`config.mk`:
```
export PLATFORM = sky130hd
export DESIGN_NAME = game_mem_top
export DESIGN_NICKNAME = d
export VERILOG_FILES = /design/src/logic/sdram_slot_pkg.sv /design/src/logic/mem_map_pkg.sv /design/src/logic/game_mem_top.sv /design/src/logic/slot_arbiter.sv /design/src/logic/rom_loader.sv /design/src/logic/frac_cen.sv
export SDC_FILE = /design/constraint.sdc
export NUM_CORES = 1
export LEC_CHECK = 0
export ABC_AREA = 1
export BUFFER_PORTS_ARGS = -buffer_cell sky130_fd_sc_hd__buf_4
export CAP_MARGIN = 30
export CORE_MARGIN = 8
export CORE_UTILIZATION = 30
export DETAILED_ROUTE_END_ITERATION = 7
export GPL_TIMING_DRIVEN = 1
export SLEW_MARGIN = 20
export SYNTH_ARGS = -nofsm -noshare
export SYNTH_HDL_FRONTEND = slang
export SYNTH_SLANG_ARGS = --single-unit
```
`constraint.sdc`:
```
create_clock -name VB -period 4.5 [get_ports VB]
set_input_delay 0.9 -clock VB [delete_from_list [all_inputs] [get_ports VB]]
set_output_delay 0.9 -clock VB [all_outputs]
set_load 0.1 [all_outputs]
```
`src/logic/sdram_slot_pkg.sv`:
```
// Slot numbering, client address widths and arbiter states for the SDRAM slot multiplexer
package sdram_slot_pkg;

    // Lower value wins when several slots are pending
    typedef enum logic [1:0] {
        SLOT_CPU_ROM = 2'd0,
        SLOT_RAM     = 2'd1,
        SLOT_GFX     = 2'd2,
        SLOT_SND     = 2'd3
    } slot_e;

    localparam int NUM_SLOTS = 4;

    typedef enum logic [1:0] {
        ARB_IDLE,
        ARB_WAIT_ACK,
        ARB_WAIT_DATA
    } arb_state_e;

    // Client address widths, all in SDRAM words
    localparam int ROM_AW = 21;
    localparam int RAM_AW = 17;
    localparam int GFX_AW = 22;
    localparam int SND_AW = 16;

endpackage

```
`src/logic/mem_map_pkg.sv`:
```
// SDRAM memory map, bus widths and CPU clock-enable ratio, imported by every RTL block
package mem_map_pkg;

    // SDRAM port widths
    localparam int SDRAM_AW  = 22;
    localparam int SDRAM_RDW = 32;
    localparam int SDRAM_WDW = 16;

    // Byte address width of the download stream
    localparam int DL_AW = 23;

    // Region bases, in SDRAM words
    localparam logic [SDRAM_AW-1:0] SOUND_OFFSET = 22'h00_0000;
    localparam logic [SDRAM_AW-1:0] ADPCM_OFFSET = 22'h00_8000;
    localparam logic [SDRAM_AW-1:0] GFX_OFFSET   = 22'h02_8000;
    localparam logic [SDRAM_AW-1:0] RAM_OFFSET   = 22'h3A_8000;
    localparam logic [SDRAM_AW-1:0] VRAM_OFFSET  = 22'h3B_0000;

    // CPU program leads the download, everything after it goes to bank 0
    localparam logic [DL_AW-1:0] CPU_ROM_BYTES = 23'h10_0000;

    // CPU enable runs at 5/24 of VB
    localparam int              CEN_W   = 10;
    localparam logic [CEN_W-1:0] CEN_NUM = 10'd5;
    localparam logic [CEN_W-1:0] CEN_DEN = 10'd24;

endpackage
```
`src/logic/game_mem_top.sv`:
```
// Memory side of the game board, joins the CPU enable, the ROM download writer and the slot mux
`timescale 1ns/1ps

module game_mem_top (
    input  logic                              VB,
    input  logic                              rst_n,
    input  logic                              downloading,
    // Loader port
    input  logic [mem_map_pkg::DL_AW-1:0]     ioctl_addr,
    input  logic [7:0]                        ioctl_data,
    input  logic                              ioctl_wr,
    output logic [mem_map_pkg::SDRAM_AW-1:0]  prog_addr,
    output logic [7:0]                        prog_data,
    output logic [1:0]                        prog_mask,
    output logic [1:0]                        prog_bank,
    output logic                              prog_we,
    // CPU ROM slot
    input  logic                              rom_cs,
    input  logic [sdram_slot_pkg::ROM_AW-1:0] rom_addr,
    output logic [15:0]                       rom_data,
    output logic                              rom_ok,
    // RAM slot
    input  logic                              ram_cs,
    input  logic                              ram_vram,
    input  logic [sdram_slot_pkg::RAM_AW-1:0] ram_addr,
    input  logic                              ram_rnw,
    input  logic [15:0]                       ram_din,
    input  logic [1:0]                        ram_dsn,
    output logic [15:0]                       ram_data,
    output logic                              ram_ok,
    // Graphics slot
    input  logic                              gfx_cs,
    input  logic [sdram_slot_pkg::GFX_AW-1:0] gfx_addr,
    output logic [31:0]                       gfx_data,
    output logic                              gfx_ok,
    // Sound slot
    input  logic                              snd_cs,
    input  logic [sdram_slot_pkg::SND_AW-1:0] snd_addr,
    output logic [7:0]                        snd_data,
    output logic                              snd_ok,
    // SDRAM controller
    input  logic                              sdram_ack,
    input  logic                              data_rdy,
    input  logic [mem_map_pkg::SDRAM_RDW-1:0] data_read,
    output logic                              sdram_req,
    output logic [mem_map_pkg::SDRAM_AW-1:0]  sdram_addr,
    output logic [1:0]                        sdram_bank,
    output logic                              sdram_rnw,
    output logic [1:0]                        sdram_wrmask,
    output logic [mem_map_pkg::SDRAM_WDW-1:0] data_write,
    // CPU enable
    output logic                              cpu_cen
);

    frac_cen frac_cen_i (
        .VB      (VB),
        .rst_n   (rst_n),
        .cpu_cen (cpu_cen)
    );

    // Shares sdram_ack with the mux, which stays quiet while downloading
    rom_loader rom_loader_i (
        .VB          (VB),
        .rst_n       (rst_n),
        .downloading (downloading),
        .ioctl_addr  (ioctl_addr),
        .ioctl_data  (ioctl_data),
        .ioctl_wr    (ioctl_wr),
        .sdram_ack   (sdram_ack),
        .prog_addr   (prog_addr),
        .prog_data   (prog_data),
        .prog_mask   (prog_mask),
        .prog_bank   (prog_bank),
        .prog_we     (prog_we)
    );

    slot_arbiter slot_arbiter_i (
        .VB           (VB),
        .rst_n        (rst_n),
        .downloading  (downloading),
        .rom_cs       (rom_cs),
        .rom_addr     (rom_addr),
        .rom_data     (rom_data),
        .rom_ok       (rom_ok),
        .ram_cs       (ram_cs),
        .ram_vram     (ram_vram),
        .ram_addr     (ram_addr),
        .ram_rnw      (ram_rnw),
        .ram_din      (ram_din),
        .ram_dsn      (ram_dsn),
        .ram_data     (ram_data),
        .ram_ok       (ram_ok),
        .gfx_cs       (gfx_cs),
        .gfx_addr     (gfx_addr),
        .gfx_data     (gfx_data),
        .gfx_ok       (gfx_ok),
        .snd_cs       (snd_cs),
        .snd_addr     (snd_addr),
        .snd_data     (snd_data),
        .snd_ok       (snd_ok),
        .sdram_ack    (sdram_ack),
        .data_rdy     (data_rdy),
        .data_read    (data_read),
        .sdram_req    (sdram_req),
        .sdram_addr   (sdram_addr),
        .sdram_bank   (sdram_bank),
        .sdram_rnw    (sdram_rnw),
        .sdram_wrmask (sdram_wrmask),
        .data_write   (data_write)
    );

endmodule

```
`src/logic/slot_arbiter.sv`:
```
// Fixed-priority SDRAM slot multiplexer, translates client addresses and returns read data
`timescale 1ns/1ps

module slot_arbiter (
    input  logic                              VB,
    input  logic                              rst_n,
    input  logic                              downloading,
    // CPU ROM slot
    input  logic                              rom_cs,
    input  logic [sdram_slot_pkg::ROM_AW-1:0] rom_addr,
    output logic [15:0]                       rom_data,
    output logic                              rom_ok,
    // RAM slot
    input  logic                              ram_cs,
    input  logic                              ram_vram,
    input  logic [sdram_slot_pkg::RAM_AW-1:0] ram_addr,
    input  logic                              ram_rnw,
    input  logic [15:0]                       ram_din,
    input  logic [1:0]                        ram_dsn,
    output logic [15:0]                       ram_data,
    output logic                              ram_ok,
    // Graphics slot
    input  logic                              gfx_cs,
    input  logic [sdram_slot_pkg::GFX_AW-1:0] gfx_addr,
    output logic [31:0]                       gfx_data,
    output logic                              gfx_ok,
    // Sound slot
    input  logic                              snd_cs,
    input  logic [sdram_slot_pkg::SND_AW-1:0] snd_addr,
    output logic [7:0]                        snd_data,
    output logic                              snd_ok,
    // SDRAM controller
    input  logic                              sdram_ack,
    input  logic                              data_rdy,
    input  logic [mem_map_pkg::SDRAM_RDW-1:0] data_read,
    output logic                              sdram_req,
    output logic [mem_map_pkg::SDRAM_AW-1:0]  sdram_addr,
    output logic [1:0]                        sdram_bank,
    output logic                              sdram_rnw,
    output logic [1:0]                        sdram_wrmask,
    output logic [mem_map_pkg::SDRAM_WDW-1:0] data_write
);
    import mem_map_pkg::*;
    import sdram_slot_pkg::*;

    arb_state_e           state;
    slot_e                cur_slot;
    slot_e                grant;
    logic [NUM_SLOTS-1:0] cs_v;
    logic [NUM_SLOTS-1:0] match_v;
    logic [NUM_SLOTS-1:0] ok_q;
    logic [NUM_SLOTS-1:0] pending;
    logic [ROM_AW-1:0]    rom_addr_q;
    logic [RAM_AW:0]      ram_addr_q;
    logic [GFX_AW-1:0]    gfx_addr_q;
    logic [SND_AW-1:0]    snd_addr_q;
    logic [SDRAM_AW-1:0]  next_addr;
    logic                 ram_write;
    logic                 start;
    logic                 done;

    assign cs_v = {snd_cs, gfx_cs, ram_cs, rom_cs};

    // Address served last, RAM also keeps its VRAM select
    assign match_v[SLOT_CPU_ROM] = rom_addr == rom_addr_q;
    assign match_v[SLOT_RAM]     = {ram_vram, ram_addr} == ram_addr_q;
    assign match_v[SLOT_GFX]     = gfx_addr == gfx_addr_q;
    assign match_v[SLOT_SND]     = snd_addr == snd_addr_q;

    assign pending = cs_v & ~ok_q;
    assign start   = (state == ARB_IDLE) && !downloading && (|pending);
    assign done    = (state == ARB_WAIT_DATA) && data_rdy;

    assign rom_ok = ok_q[SLOT_CPU_ROM];
    assign ram_ok = ok_q[SLOT_RAM];
    assign gfx_ok = ok_q[SLOT_GFX];
    assign snd_ok = ok_q[SLOT_SND];

    // Lowest pending slot wins
    always_comb begin
        grant = SLOT_CPU_ROM;
        for (int i = NUM_SLOTS - 1; i >= 0; i--) begin
            if (pending[i]) begin
                grant = slot_e'(i);
            end
        end
    end

    // Region offset plus client address, CPU ROM starts at word 0 of bank 1
    always_comb begin
        case (grant)
            SLOT_CPU_ROM: next_addr = SDRAM_AW'(rom_addr);
            SLOT_RAM:     next_addr = (ram_vram ? VRAM_OFFSET : RAM_OFFSET) + SDRAM_AW'(ram_addr);
            SLOT_GFX:     next_addr = GFX_OFFSET + gfx_addr;
            default:      next_addr = SOUND_OFFSET + SDRAM_AW'(snd_addr);
        endcase
    end

    assign ram_write = (grant == SLOT_RAM) && !ram_rnw;

    always_ff @(posedge VB) begin
        if (!rst_n) begin
            state     <= ARB_IDLE;
            sdram_req <= 1'b0;
        end else begin
            case (state)
                ARB_IDLE: begin
                    if (start) begin
                        state     <= ARB_WAIT_ACK;
                        sdram_req <= 1'b1;
                    end
                end
                ARB_WAIT_ACK: begin
                    if (sdram_ack) begin
                        state     <= ARB_WAIT_DATA;
                        sdram_req <= 1'b0;
                    end
                end
                ARB_WAIT_DATA: begin
                    if (data_rdy) begin
                        state <= ARB_IDLE;
                    end
                end
                default: state <= ARB_IDLE;
            endcase
        end
    end

    // Request fields latched at grant, stable for the whole access
    always_ff @(posedge VB) begin
        if (start) begin
            cur_slot     <= grant;
            sdram_addr   <= next_addr;
            sdram_bank   <= (grant == SLOT_CPU_ROM) ? 2'b01 : 2'b00;
            sdram_rnw    <= !ram_write;
            sdram_wrmask <= ram_write ? ram_dsn : 2'b11;
            data_write   <= ram_din;
            case (grant)
                SLOT_CPU_ROM: rom_addr_q <= rom_addr;
                SLOT_RAM:     ram_addr_q <= {ram_vram, ram_addr};
                SLOT_GFX:     gfx_addr_q <= gfx_addr;
                default:      snd_addr_q <= snd_addr;
            endcase
        end
    end

    // Narrow slots take the low lanes of the read word
    always_ff @(posedge VB) begin
        if (done) begin
            case (cur_slot)
                SLOT_CPU_ROM: rom_data <= data_read[15:0];
                SLOT_RAM:     ram_data <= data_read[15:0];
                SLOT_GFX:     gfx_data <= data_read;
                default:      snd_data <= data_read[7:0];
            endcase
        end
    end

    // ok only rises if the client still wants the address that was fetched
    always_ff @(posedge VB) begin
        if (!rst_n) begin
            ok_q <= '0;
        end else begin
            for (int i = 0; i < NUM_SLOTS; i++) begin
                if (done && (cur_slot == slot_e'(i))) begin
                    ok_q[i] <= cs_v[i] && match_v[i];
                end else if (!cs_v[i] || !match_v[i]) begin
                    ok_q[i] <= 1'b0;
                end
            end
        end
    end

endmodule

```
`src/logic/rom_loader.sv`:
```
// ROM download writer, turns loader bytes into masked SDRAM word writes placed by region
`timescale 1ns/1ps

module rom_loader (
    input  logic                            VB,
    input  logic                            rst_n,
    input  logic                            downloading,
    input  logic [mem_map_pkg::DL_AW-1:0]   ioctl_addr,
    input  logic [7:0]                      ioctl_data,
    input  logic                            ioctl_wr,
    input  logic                            sdram_ack,
    output logic [mem_map_pkg::SDRAM_AW-1:0] prog_addr,
    output logic [7:0]                      prog_data,
    output logic [1:0]                      prog_mask,
    output logic [1:0]                      prog_bank,
    output logic                            prog_we
);
    import mem_map_pkg::*;

    logic             accept;
    logic             is_cpu;
    logic [DL_AW-1:0] rebased;

    // A byte is only taken when no write is still waiting on the SDRAM
    assign accept = downloading && ioctl_wr && !prog_we;

    // CPU program sits in bank 1 from word 0, the rest restarts at 0 in bank 0
    assign is_cpu  = ioctl_addr < CPU_ROM_BYTES;
    assign rebased = is_cpu ? ioctl_addr : ioctl_addr - CPU_ROM_BYTES;

    always_ff @(posedge VB) begin
        if (!rst_n) begin
            prog_we <= 1'b0;
        end else if (prog_we) begin
            if (sdram_ack) begin
                prog_we <= 1'b0;
            end
        end else if (accept) begin
            prog_we <= 1'b1;
        end
    end

    // Write payload, held steady until the acknowledge
    always_ff @(posedge VB) begin
        if (accept) begin
            prog_addr <= rebased[DL_AW-1:1];
            prog_data <= ioctl_data;
            prog_bank <= is_cpu ? 2'b01 : 2'b00;
            // Mask is active low, even bytes land in the low lane
            prog_mask <= rebased[0] ? 2'b01 : 2'b10;
        end
    end

endmodule

```
`src/logic/frac_cen.sv`:
```
// CPU clock-enable generator, pulses cpu_cen for CEN_NUM out of every CEN_DEN cycles of VB
`timescale 1ns/1ps

module frac_cen (
    input  logic VB,
    input  logic rst_n,
    output logic cpu_cen
);
    import mem_map_pkg::*;

    logic [CEN_W-1:0] acc;
    logic [CEN_W:0]   sum;

    // Extra top bit so the sum cannot wrap before the compare
    assign sum = {1'b0, acc} + {1'b0, CEN_NUM};

    // Remainder stays below CEN_DEN, so pulses come out evenly spread
    always_ff @(posedge VB) begin
        if (!rst_n) begin
            acc     <= '0;
            cpu_cen <= 1'b0;
        end else if (sum >= {1'b0, CEN_DEN}) begin
            acc     <= CEN_W'(sum - {1'b0, CEN_DEN});
            cpu_cen <= 1'b1;
        end else begin
            acc     <= sum[CEN_W-1:0];
            cpu_cen <= 1'b0;
        end
    end

endmodule

```
==> metrics.txt, run 1 <==
Initial DRT Pass Iterations=5; clock latency at the later pin of the worst-skew pair=about 0.53 ns; I/O pin count=between 300 and 400; CTS tree=done; mux contribution to synthesized area=0%; asr flop ratio synth=0%; GRT Total Usage=roughly 15%; clk buf depth=3; Compound-Gate Fraction of Synth Area=under 10%; Fillers=between 2000 and 3000; CTS buffer count=27; Period Utilization, post-route=a little over half; Critical Path Slowest Stage Cell=nor2_4; fin crit period=2.412 ns; Post-Layout Cell Count=1520; Die Y=approximately 200 microns; status=complete, no violations; Max stage delay on crit path=roughly 0.5 ns; Yosys top cell by area=edfxtp_1; dpl cells=around 1500; CP Class=input pin to flip-flop; H-tree depth=1; DRT antenna net count=0; largest net degree at the start of global routing=35; Post-CTS Resized=0; Synth Area in Adders=less than 1%; Avg WL per Cell=between 20 and 25 microns; CP endpoint kind=flip-flop; flops & latches, synth=245; pre-CTS setup slack=1.600 ns; main combinational cell family by area after synthesis=simple AND/OR/NAND/NOR gates; simple-gate share of the synthesized area=about an eighth; XOR/XNOR share of the synthesized area=under 10%; slew margin rel.=44.25%; number of synthesized flops with an enable pin=about 230; reg2reg setup slack=~2.2 ns; Hold Crit Class=flip-flop to flip-flop; Top FF cell, synth=edfxtp_1; ordered cell list for the critical path=buf_4 -> nand2_1 -> nand2_2 -> nor2_1 -> nor2_4 -> inv_1 -> nor2_1 -> buf_4; Post-DP HPWL=~25000 microns; Multi-input gate area=~2100 sq um; core area=~32000 sq um; post-synth cell types=37; Starting Density=between 30% and 40%; fin nets=1273; final wirelength=30410 microns; CP Buf/Inv Count=3; die width=between 150 and 200 microns; vias per cell=4.613; initial detailed-routing violation count=~430; initial antenna violation count=0; Final Hold Vio Count=0; Max Freq=between 400 and 500 MHz; most common cell after layout, fill and taps aside=buf_4; Yosys warnings=0; layout cells sized above 1=between 30% and 40%; worst setup margin=between 2 and 2.5 ns; Worst-Margin Slew=0.8332 ns; top cell type's share of synthesized area=a little over two thirds; register area=~7200 sq um; postcts setup bufs=0; cells after synthesis=744; Worst Skew=0.01301 ns; CTS Hold Bufs=0; Inserted Diodes=0; vias in the first global route=between 7000 and 8000; Max Fanout on Critical Path=23; Max-cap violations=0; RSZ-0062 raised after global routing=false; P_leak=about 5.5 nW; Slew Viols, Final=0; CTS clk-pin slew, worst paths=approximately 0.06 ns; Mapped Avg Cell Area=~13 sq um; Port Buffers=between 300 and 400; count of final setup violators=0; root buf cell=clkbuf_16; WP data arrival=around 2.6 ns; Largest delay share family, worst path=simple AND/OR/NAND/NOR gates; Mapped Area=between 9000 and 10000 sq um; ranking of synthesized cells by area=edfxtp_1 (70%), nand2_1 (5.0%), dfxtp_1 (3.9%), inv_1 (3.6%), nor2_1 (2.3%); total clock sinks=around 250; DR vias=7012; setup TNS=0 ns; FP Rows=65; Setup crit start kind=input pin; Total Power=5.958 mW; area grow syn2layout=40.09%; most frequent cells in the layout=buf_4 (330), edfxtp_1 (226), nand2_1 (130); Worst VDD drop=around 0.27 mV; pwr dens=439.5 nW/um^2; Required @ worst endpoint=approximately 4.7 ns; # DRC=0; post-synthesis sequential area ratio=between 70% and 80%; gr ovfl total=0; first-pass GRT wire length=around 45000 microns; Placer Congestion=slightly below 0.9; die area=around 38000 sq um
-- where the power goes --
part           switching, mW  internal [mW]
Combinational          0.808          0.334
Clock                  0.864           1.27
Sequential            0.0673           2.62
Total                   1.74           4.22
-- path summary, 6_finish.rpt --
kind                                              from                      endpoint  depth (start not counted)
worst min-delay path                 frac_cen_i.acc[0]             frac_cen_i.acc[0]                          1
worst max register to register  slot_arbiter_i.ok_q[0]  slot_arbiter_i.rom_addr_q[3]                          8
worst min register to register       frac_cen_i.acc[0]             frac_cen_i.acc[0]                          1
worst max-delay path                            rom_cs  slot_arbiter_i.rom_addr_q[3]                          8
-- routing by layer --
layer / track usage (%) / up-vias / wire (microns)
li1: - / 3330 / -
met1: 17.86 / 3289 / 12060
met2: 26.48 / 355 / 14770
met3: 4.917 / 38 / 2840
met4: 4.099 / 0 / 736
met5: 0 / - / 0
-- area by class of cell --
type                            count  area share (%)
Tap cell                          402           3.710
Inverter                          104           2.879
Clock buffer                       31           5.094
Multi-Input combinational cell    387           15.52
Clock inverter                     18           1.264
Timing Repair Buffer              333           18.67
Sequential cell                   245           52.86
-- cell usage after synthesis, types with 7 or more instances --
| cell type | n |
|---|---|
| nor2_1 | 59 |
| xnor2_1 | 7 |
| o2111ai_1 | 7 |
| nor3_1 | 12 |
| o211ai_1 | 10 |
| nand3_1 | 20 |
| o21ai_0 | 30 |
| inv_1 | 94 |
| nand2_1 | 130 |
| a22oi_1 | 12 |
| dfxtp_1 | 19 |
| inv_2 | 10 |
| a21oi_1 | 11 |
| o22ai_1 | 12 |
| nand4_1 | 8 |
| nand2_2 | 11 |
| xor2_1 | 14 |
| edfxtp_1 | 226 |
-- metrics by stage --
step	cell area [sq um]	hold slack [ns]	util, %
floorplan	9684	0.4174	-
global placement	12630	0.4284	39.91
detailed placement	12700	0.4355	40.13
CTS	13560	0.4489	42.86
global route	13560	0.4744	42.86
finish	13560	0.4419	42.86
-- cells by family (layout without fill, tap and decap cells) --
logic type | Yosys count | count (layout)
simple gates | 257 | 257
flops | 245 | 245
buf+inv | 113 | 486
other cells | 1 | 2
compound gates | 101 | 101
xor+xnor | 21 | 21
fa+ha+maj | 6 | 6
-- registers in the layout, indices dropped and copies added (netlist names), 2 cells and up --
register,cells
slot_arbiter_i.snd_data,8
frac_cen_i.acc,10
slot_arbiter_i.gfx_data,32
slot_arbiter_i.ram_addr_q,18
slot_arbiter_i.ok_q,4
rom_loader_i.prog_addr,22
slot_arbiter_i.sdram_addr,22
slot_arbiter_i.cur_slot,2
slot_arbiter_i.snd_addr_q,16
rom_loader_i.prog_data,8
slot_arbiter_i.gfx_addr_q,22
slot_arbiter_i.rom_data,16
slot_arbiter_i.ram_data,16
rom_loader_i.prog_mask,2
slot_arbiter_i.data_write,16
slot_arbiter_i.state,2
slot_arbiter_i.sdram_wrmask,2
slot_arbiter_i.rom_addr_q,21
No activity file was read; power rests on OpenSTA's default activity.
==> run 2, diff against run 1 <==
--- a/config.mk
+++ b/config.mk
@@ -5,7 +5,7 @@
 export SDC_FILE = /design/constraint.sdc
 export NUM_CORES = 1
 export LEC_CHECK = 0
-export ABC_AREA = 1
+export ABC_AREA = 0
 export BUFFER_PORTS_ARGS = -buffer_cell sky130_fd_sc_hd__buf_4
 export CAP_MARGIN = 30
 export CORE_MARGIN = 8
==> constraint.sdc (replaced) <==
create_clock -name VB -period 1.9 [get_ports VB]
set_input_delay 0.38 -clock VB [delete_from_list [all_inputs] [get_ports VB]]
set_output_delay 0.38 -clock VB [all_outputs]
set_load 0.1 [all_outputs]
==> run 2 against run 1 <==
Effect of this change:
- the flow now finishes with violations (negative setup slack)
- count of clock-buffer cells in the layout rose by 4
- clock skew rose by 0.0023 ns
- register-to-register slack got worse by 2.2 ns
- sequential power rose by 140%
- cell count fell by 3.2%
- worst hold slack got worse by 0.41 ns
- core utilization rose by 3.2 points
- power rose by 150%
- global-route usage rose by 0.39 points
- critical path type is now flip-flop to flip-flop
- largest power group unchanged
==> metrics.txt, run 2 <==
pwr dens=1015 nW/um^2; Top FF cell, synth=edfxtp_1; post-synth cell types=a little over 60; Placer Congestion=about 0.85; Yosys top cell by area=edfxtp_1; ranking of synthesized cells by area=edfxtp_1 (71%), xnor2_1 (4.8%), dfxtp_1 (4.0%), xor2_1 (3.2%), nand2_1 (1.9%); Port Buffers=between 300 and 400; clk buf depth=3; status=complete, but fails checks; Mapped Area=between 9000 and 10000 sq um; synth cell count leaders=edfxtp_1 (226), xnor2_1 (52), nand2_1 (48); GRT Total Usage=around 16%; root buf cell=clkbuf_16; initial detailed-routing violation count=roughly 320; CP Buf/Inv Count=2; gr ovfl total=0; Period Utilization, post-route=104.3%; Slew Viols, Final=0; total clock sinks=roughly 250; clock latency at the later pin of the worst-skew pair=~0.53 ns; Placed Area=between 10000 and 15000 sq um; Largest delay share family, worst path=compound AO/OA/AOI/OAI gates; vias in the first global route=about 7300; Max Freq=~500 MHz; count of final setup violators=5; cells after synthesis=about 600; CP endpoint kind=flip-flop; number of synthesized flops with an enable pin=226; Initial DRT Pass Iterations=5; fin nets=1223; Post-DP HPWL=around 24000 microns; Fillers=about 2800; CP dominant cell by count=buf_4; Max stage delay on crit path=about 0.55 ns; CTS clk-pin slew, worst paths=0.06 ns; Yosys warnings=0; I/O pin count=325; post-layout util=~46%; Setup crit start kind=flip-flop; DR vias=between 6000 and 7000; Mapped Avg Cell Area=around 16 sq um; P_leak=5.563 nW; vias per cell=around 4.6; Required @ worst endpoint=2.31 ns; post-synthesis sequential area ratio=around 75%; Starting Density=30.45%; layout cells sized above 1=around 43%; DRT antenna net count=0; Reg with most FFs=slot_arbiter_i.gfx_data; largest net degree at the start of global routing=35; core area=around 31000 sq um; asr flop ratio synth=0%; die width=roughly 190 microns; CTS tree=done; final wirelength=roughly 31000 microns; Worst VDD drop=slightly above 0.6 mV; ordered cell list for the critical path=a21o_1 -> or4_4 -> a2111oi_4 -> buf_4 -> buf_4 -> a211o_2 -> a21oi_1; failing checks=negative setup slack; most frequent cells in the layout=buf_4 (364), edfxtp_1 (226), xnor2_1 (50); Final Hold Vio Count=0; RSZ-0062 raised after global routing=true; first-pass GRT wire length=between 40000 and 50000 microns; H-tree depth=1; Max-cap violations=0; reg2reg setup slack=-0.08 ns; Die Y=between 150 and 200 microns; Avg WL per Cell=21.37 microns; fin crit period=1.982 ns; Critical Path Slowest Stage Cell=or4_4; die area=~38000 sq um; most numerous cell in the Yosys netlist=edfxtp_1; Hold Crit Class=input pin to flip-flop; area grow syn2layout=51.13%; top cell type's share of synthesized area=70.82%; initial antenna violation count=3; number of flip-flops under the largest register name=32; Max Fanout on Critical Path=4; # DRC=0; worst setup margin=-0.08152 ns; flops & latches, synth=245; most common cell after layout, fill and taps aside=buf_4; FP Rows=65; Worst Skew=about 0.015 ns; WP data arrival=between 2 and 2.5 ns; design area=~14000 sq um; CTS buffer count=28; CP Class=flip-flop to flip-flop
run 2: path summary, 6_finish.rpt:
check	cells after the start	to	startpoint
worst max register to register	7	frac_cen_i.acc[6]	frac_cen_i.acc[0]
worst min-delay path	1	rom_loader_i.prog_data[2]	ioctl_data[2]
worst min register to register	1	frac_cen_i.acc[0]	frac_cen_i.acc[0]
worst max-delay path	7	frac_cen_i.acc[6]	frac_cen_i.acc[0]
run 2: where the power goes:
group | internal (mW) | switching [mW] | leakage (nW)
clock | 3.05 | 2.14 | 0.427
combinational | 1.27 | 1.94 | 2.90
sequential | 6.17 | 0.133 | 2.24
run 2: repair_timing:
action	in CTS	in global routing
pin swaps	2	7
endpoints found under the hold margin	33	13
hold buffers	33	13
setup buffers	2	2
setup endpoints to repair	8	7
gates resized for setup	5	8
run 2: worst reg2reg max path, delay by kind of cell, from the launching register on:
| family | cells | cell delay (ns) |
|---|---|---|
| buffers and inverters | 2 | 0.29 |
| AND/OR/NAND/NOR | 1 | 0.55 |
| flip-flops | 1 | 0.36 |
| AO/OA/AOI/OAI | 4 | 0.68 |
run 2: kinds of logic after synthesis:
kind of cell | Yosys count | synth area share (%)
adders and majority gates | 6 | 0.8617
DFF | 245 | 74.79
xor gates and xnor gates | 88 | 8.121
muxes | 3 | 0.3134
and+or+nand+nor | 160 | 8.526
other | 1 | 0.03913
AOI/OAI and AO/OA | 80 | 5.719
buffers and inverters | 27 | 1.632
run 2: layout make-up:
type / instances / area (sq um) / share of cell area [%]
antenna: 2 / 5.005 / 0.03456
multi-input combinational: 339 / 2434 / 16.80
tap: 402 / 503.0 / 3.473
clock inverter: 15 / 127.6 / 0.8812
inverter: 12 / 45.04 / 0.3110
timing repair buffer: 422 / 3433 / 23.71
clock buffer: 35 / 748.2 / 5.166
sequential: 245 / 7187 / 49.62
run 2: routing by layer:
layer	GRT usage (%)	share of wire (%)	vias up
li1	-	-	3166
met2	27.13	49	308
met4	3.932	2.4	2
met1	18.16	39	3292
met3	5.528	9.7	50
met5	0	0.041	-
run 2: through the flow:
step	setup TNS, ns	total power, mW	cells	hold slack [ns]	setup slack (ns)
after CTS	-0.2091	14.75	1455	0.00003111	-0.06460
after detailed placement	-0.6205	9.415	1370	0.4263	-0.1502
after global placement	-0.2356	9.386	1370	0.4210	-0.07078
after floorplan	-10.69	8.356	611	0.4351	-0.1861
after global routing	-0.7024	15.23	1472	0.0006168	-0.1337
final	-0.3070	14.70	1472	0.03056	-0.08152
==> run 3, diff against run 2 <==
--- a/config.mk
+++ b/config.mk
@@ -8,10 +8,13 @@
 export ABC_AREA = 0
 export BUFFER_PORTS_ARGS = -buffer_cell sky130_fd_sc_hd__buf_4
 export CAP_MARGIN = 30
+export CELL_PAD_IN_SITES_DETAIL_PLACEMENT = 0
+export CELL_PAD_IN_SITES_GLOBAL_PLACEMENT = 1
 export CORE_MARGIN = 8
 export CORE_UTILIZATION = 30
 export DETAILED_ROUTE_END_ITERATION = 7
 export GPL_TIMING_DRIVEN = 1
+export PLACE_DENSITY_LB_ADDON = 0.1
 export SLEW_MARGIN = 20
 export SYNTH_ARGS = -nofsm -noshare
 export SYNTH_HDL_FRONTEND = slang
==> run 3 against run 2 <==
Effect of this change:
- clock power decreased by 5.6%
- core utilization is 0.28 points higher
- worst hold slack improved by 0.00051 ns
- largest cell class unchanged
- largest power group unchanged
- power down 1.5%
- first-iteration DRC count rose by 20%
- highest routed layer unchanged
- combinational power is essentially flat
- register-to-register slack better by 0.03 ns
- sequential power is essentially flat
- non-clock buffer count rose by 10
- cell count grew 0.75%
- critical path depth decreased by 2
- the flow still finishes with violations (negative setup slack)
- design area grew 0.61%
==> metrics.txt, run 3 (synthesis results as in run 2) <==
Max stage delay on crit path=around 0.55 ns; Critical Path Slowest Stage Cell=or4_4; H-tree depth=1; slew margin rel.=59.37%; gr ovfl total=0; Starting Density=slightly above 30%; Largest delay share family, worst path=compound AO/OA/AOI/OAI gates; Max Freq=between 500 and 600 MHz; final wirelength=about 32000 microns; worst setup margin=-0.05331 ns; total clock sinks=245; vias in the first global route=7232; Max Fanout on Critical Path=4; Setup crit start kind=flip-flop; fin crit period=1.953 ns; Slew Viols, Final=0; post-layout util=about 46%; Avg WL per Cell=around 21 microns; area grow syn2layout=52.06%; root buf cell=clkbuf_16; failing checks=negative setup slack; FP Rows=65; Reg with most FFs=slot_arbiter_i.gfx_data; CP Class=flip-flop to flip-flop; most frequent cells in the layout=buf_4 (365), edfxtp_1 (226), xnor2_1 (52); setup TNS=-0.1102 ns; first-pass GRT wire length=~46000 microns; DR top layer=met5; Final Hold Vio Count=0; ordered cell list for the critical path=a21o_1 -> or4_4 -> a2111oi_4 -> nand2_1 -> o221a_2; DRT antenna net count=0; CTS tree=done; Post-Layout Cell Count=roughly 1500; Placer Congestion=0.8208; Max-cap violations=0; CTS clk-pin slew, worst paths=approximately 0.06 ns; WP data arrival=2.37 ns; Routed met2 length=between 10000 and 15000 microns; met3 wire len=around 3300 microns; pwr dens=993.9 nW/um^2; clk buf depth=3; # DRC=0; Worst VDD drop=about 0.64 mV; I/O pin count=325; most common cell after layout, fill and taps aside=buf_4; GRT Total Usage=about 16%; CP endpoint kind=flip-flop; CTS buffer count=29; Fillers=between 2000 and 3000; CP Buf/Inv Count=0; fin nets=1234; status=complete, but fails checks; core area=about 31000 sq um; number of flip-flops under the largest register name=32; clock latency at the later pin of the worst-skew pair=roughly 0.54 ns; DR vias=between 6000 and 7000; P_leak=about 5.6 nW; Met1 Wirelength=roughly 12000 microns; Worst-Margin Slew=~0.61 ns; dpl cells=between 1000 and 1500; RSZ-0062 raised after global routing=true; count of final setup violators=4; Period Utilization, post-route=102.8%; Required @ worst endpoint=2.32 ns; layout cells sized above 1=approximately 43%; vias per cell=around 4.5; Worst Skew=0.01289 ns; die area=37920 sq um; Hold Crit Class=input pin to flip-flop; die width=between 150 and 200 microns; initial detailed-routing violation count=390; Port Buffers=roughly 320; initial antenna violation count=5; Hold WS=0.03107 ns; Die Y=between 150 and 200 microns; Post-DP HPWL=about 24000 microns; largest net degree at the start of global routing=35; Initial DRT Pass Iterations=5
[run 3: timing repair]
item / CTS / global route
hold endpoints to repair: 50 / 0
cloned: 0 / 0
pin swaps: 7 / 7
setup endpoints to repair: 10 / 11
resized for setup: 14 / 13
setup buffers: 4 / 2
hold buffers: 50 / 0
[run 3: power breakdown]
group / internal, mW / switching [mW] / leakage, nW
clock network: 2.80 / 2.11 / 0.397
logic: 1.30 / 1.94 / 2.95
registers: 6.19 / 0.149 / 2.24
[run 3: final cells by class]
cell class / instances / area [sq um] / share of cell area (%)
tap: 402 / 503.0 / 3.452
antenna: 1 / 2.502 / 0.01717
sequential: 245 / 7194 / 49.37
inverter: 12 / 45.04 / 0.3091
timing repair buffer: 432 / 3546 / 24.33
clock buffer: 41 / 770.7 / 5.289
multi-input combinational: 339 / 2456 / 16.86
clock inverter: 11 / 53.80 / 0.3692
[run 3: through the flow]
| step | power, mW | area, sq um | worst slack (ns) |
|---|---|---|---|
| 2_1_floorplan | 8.356 | 9697 | -0.1861 |
| 3_3_place_gp | 9.391 | 13080 | -0.1260 |
| 3_5_place_dp | 9.389 | 13080 | -0.1656 |
| 4_1_cts | 14.59 | 14500 | -0.06074 |
| 5_1_grt | 15.07 | 14570 | -0.1575 |
| 6_report | 14.48 | 14570 | -0.05331 |
[run 3: final timing paths]
path,start,end,slack [ns],cells past startpoint
max,frac_cen_i.acc[1],frac_cen_i.acc[4],-0.05,5
min,ioctl_addr[15],rom_loader_i.prog_addr[14],0.03,1
max reg2reg,frac_cen_i.acc[1],frac_cen_i.acc[4],-0.05,5
min reg2reg,slot_arbiter_i.state[1],slot_arbiter_i.state[1],0.50,2
[run 3: metal layers]
layer  GRT usage (%)  vias up
met5               0        -
met4           4.215        8
met3           6.201       51
met2           26.60      298
met1           18.76     3168
li1                -     3192
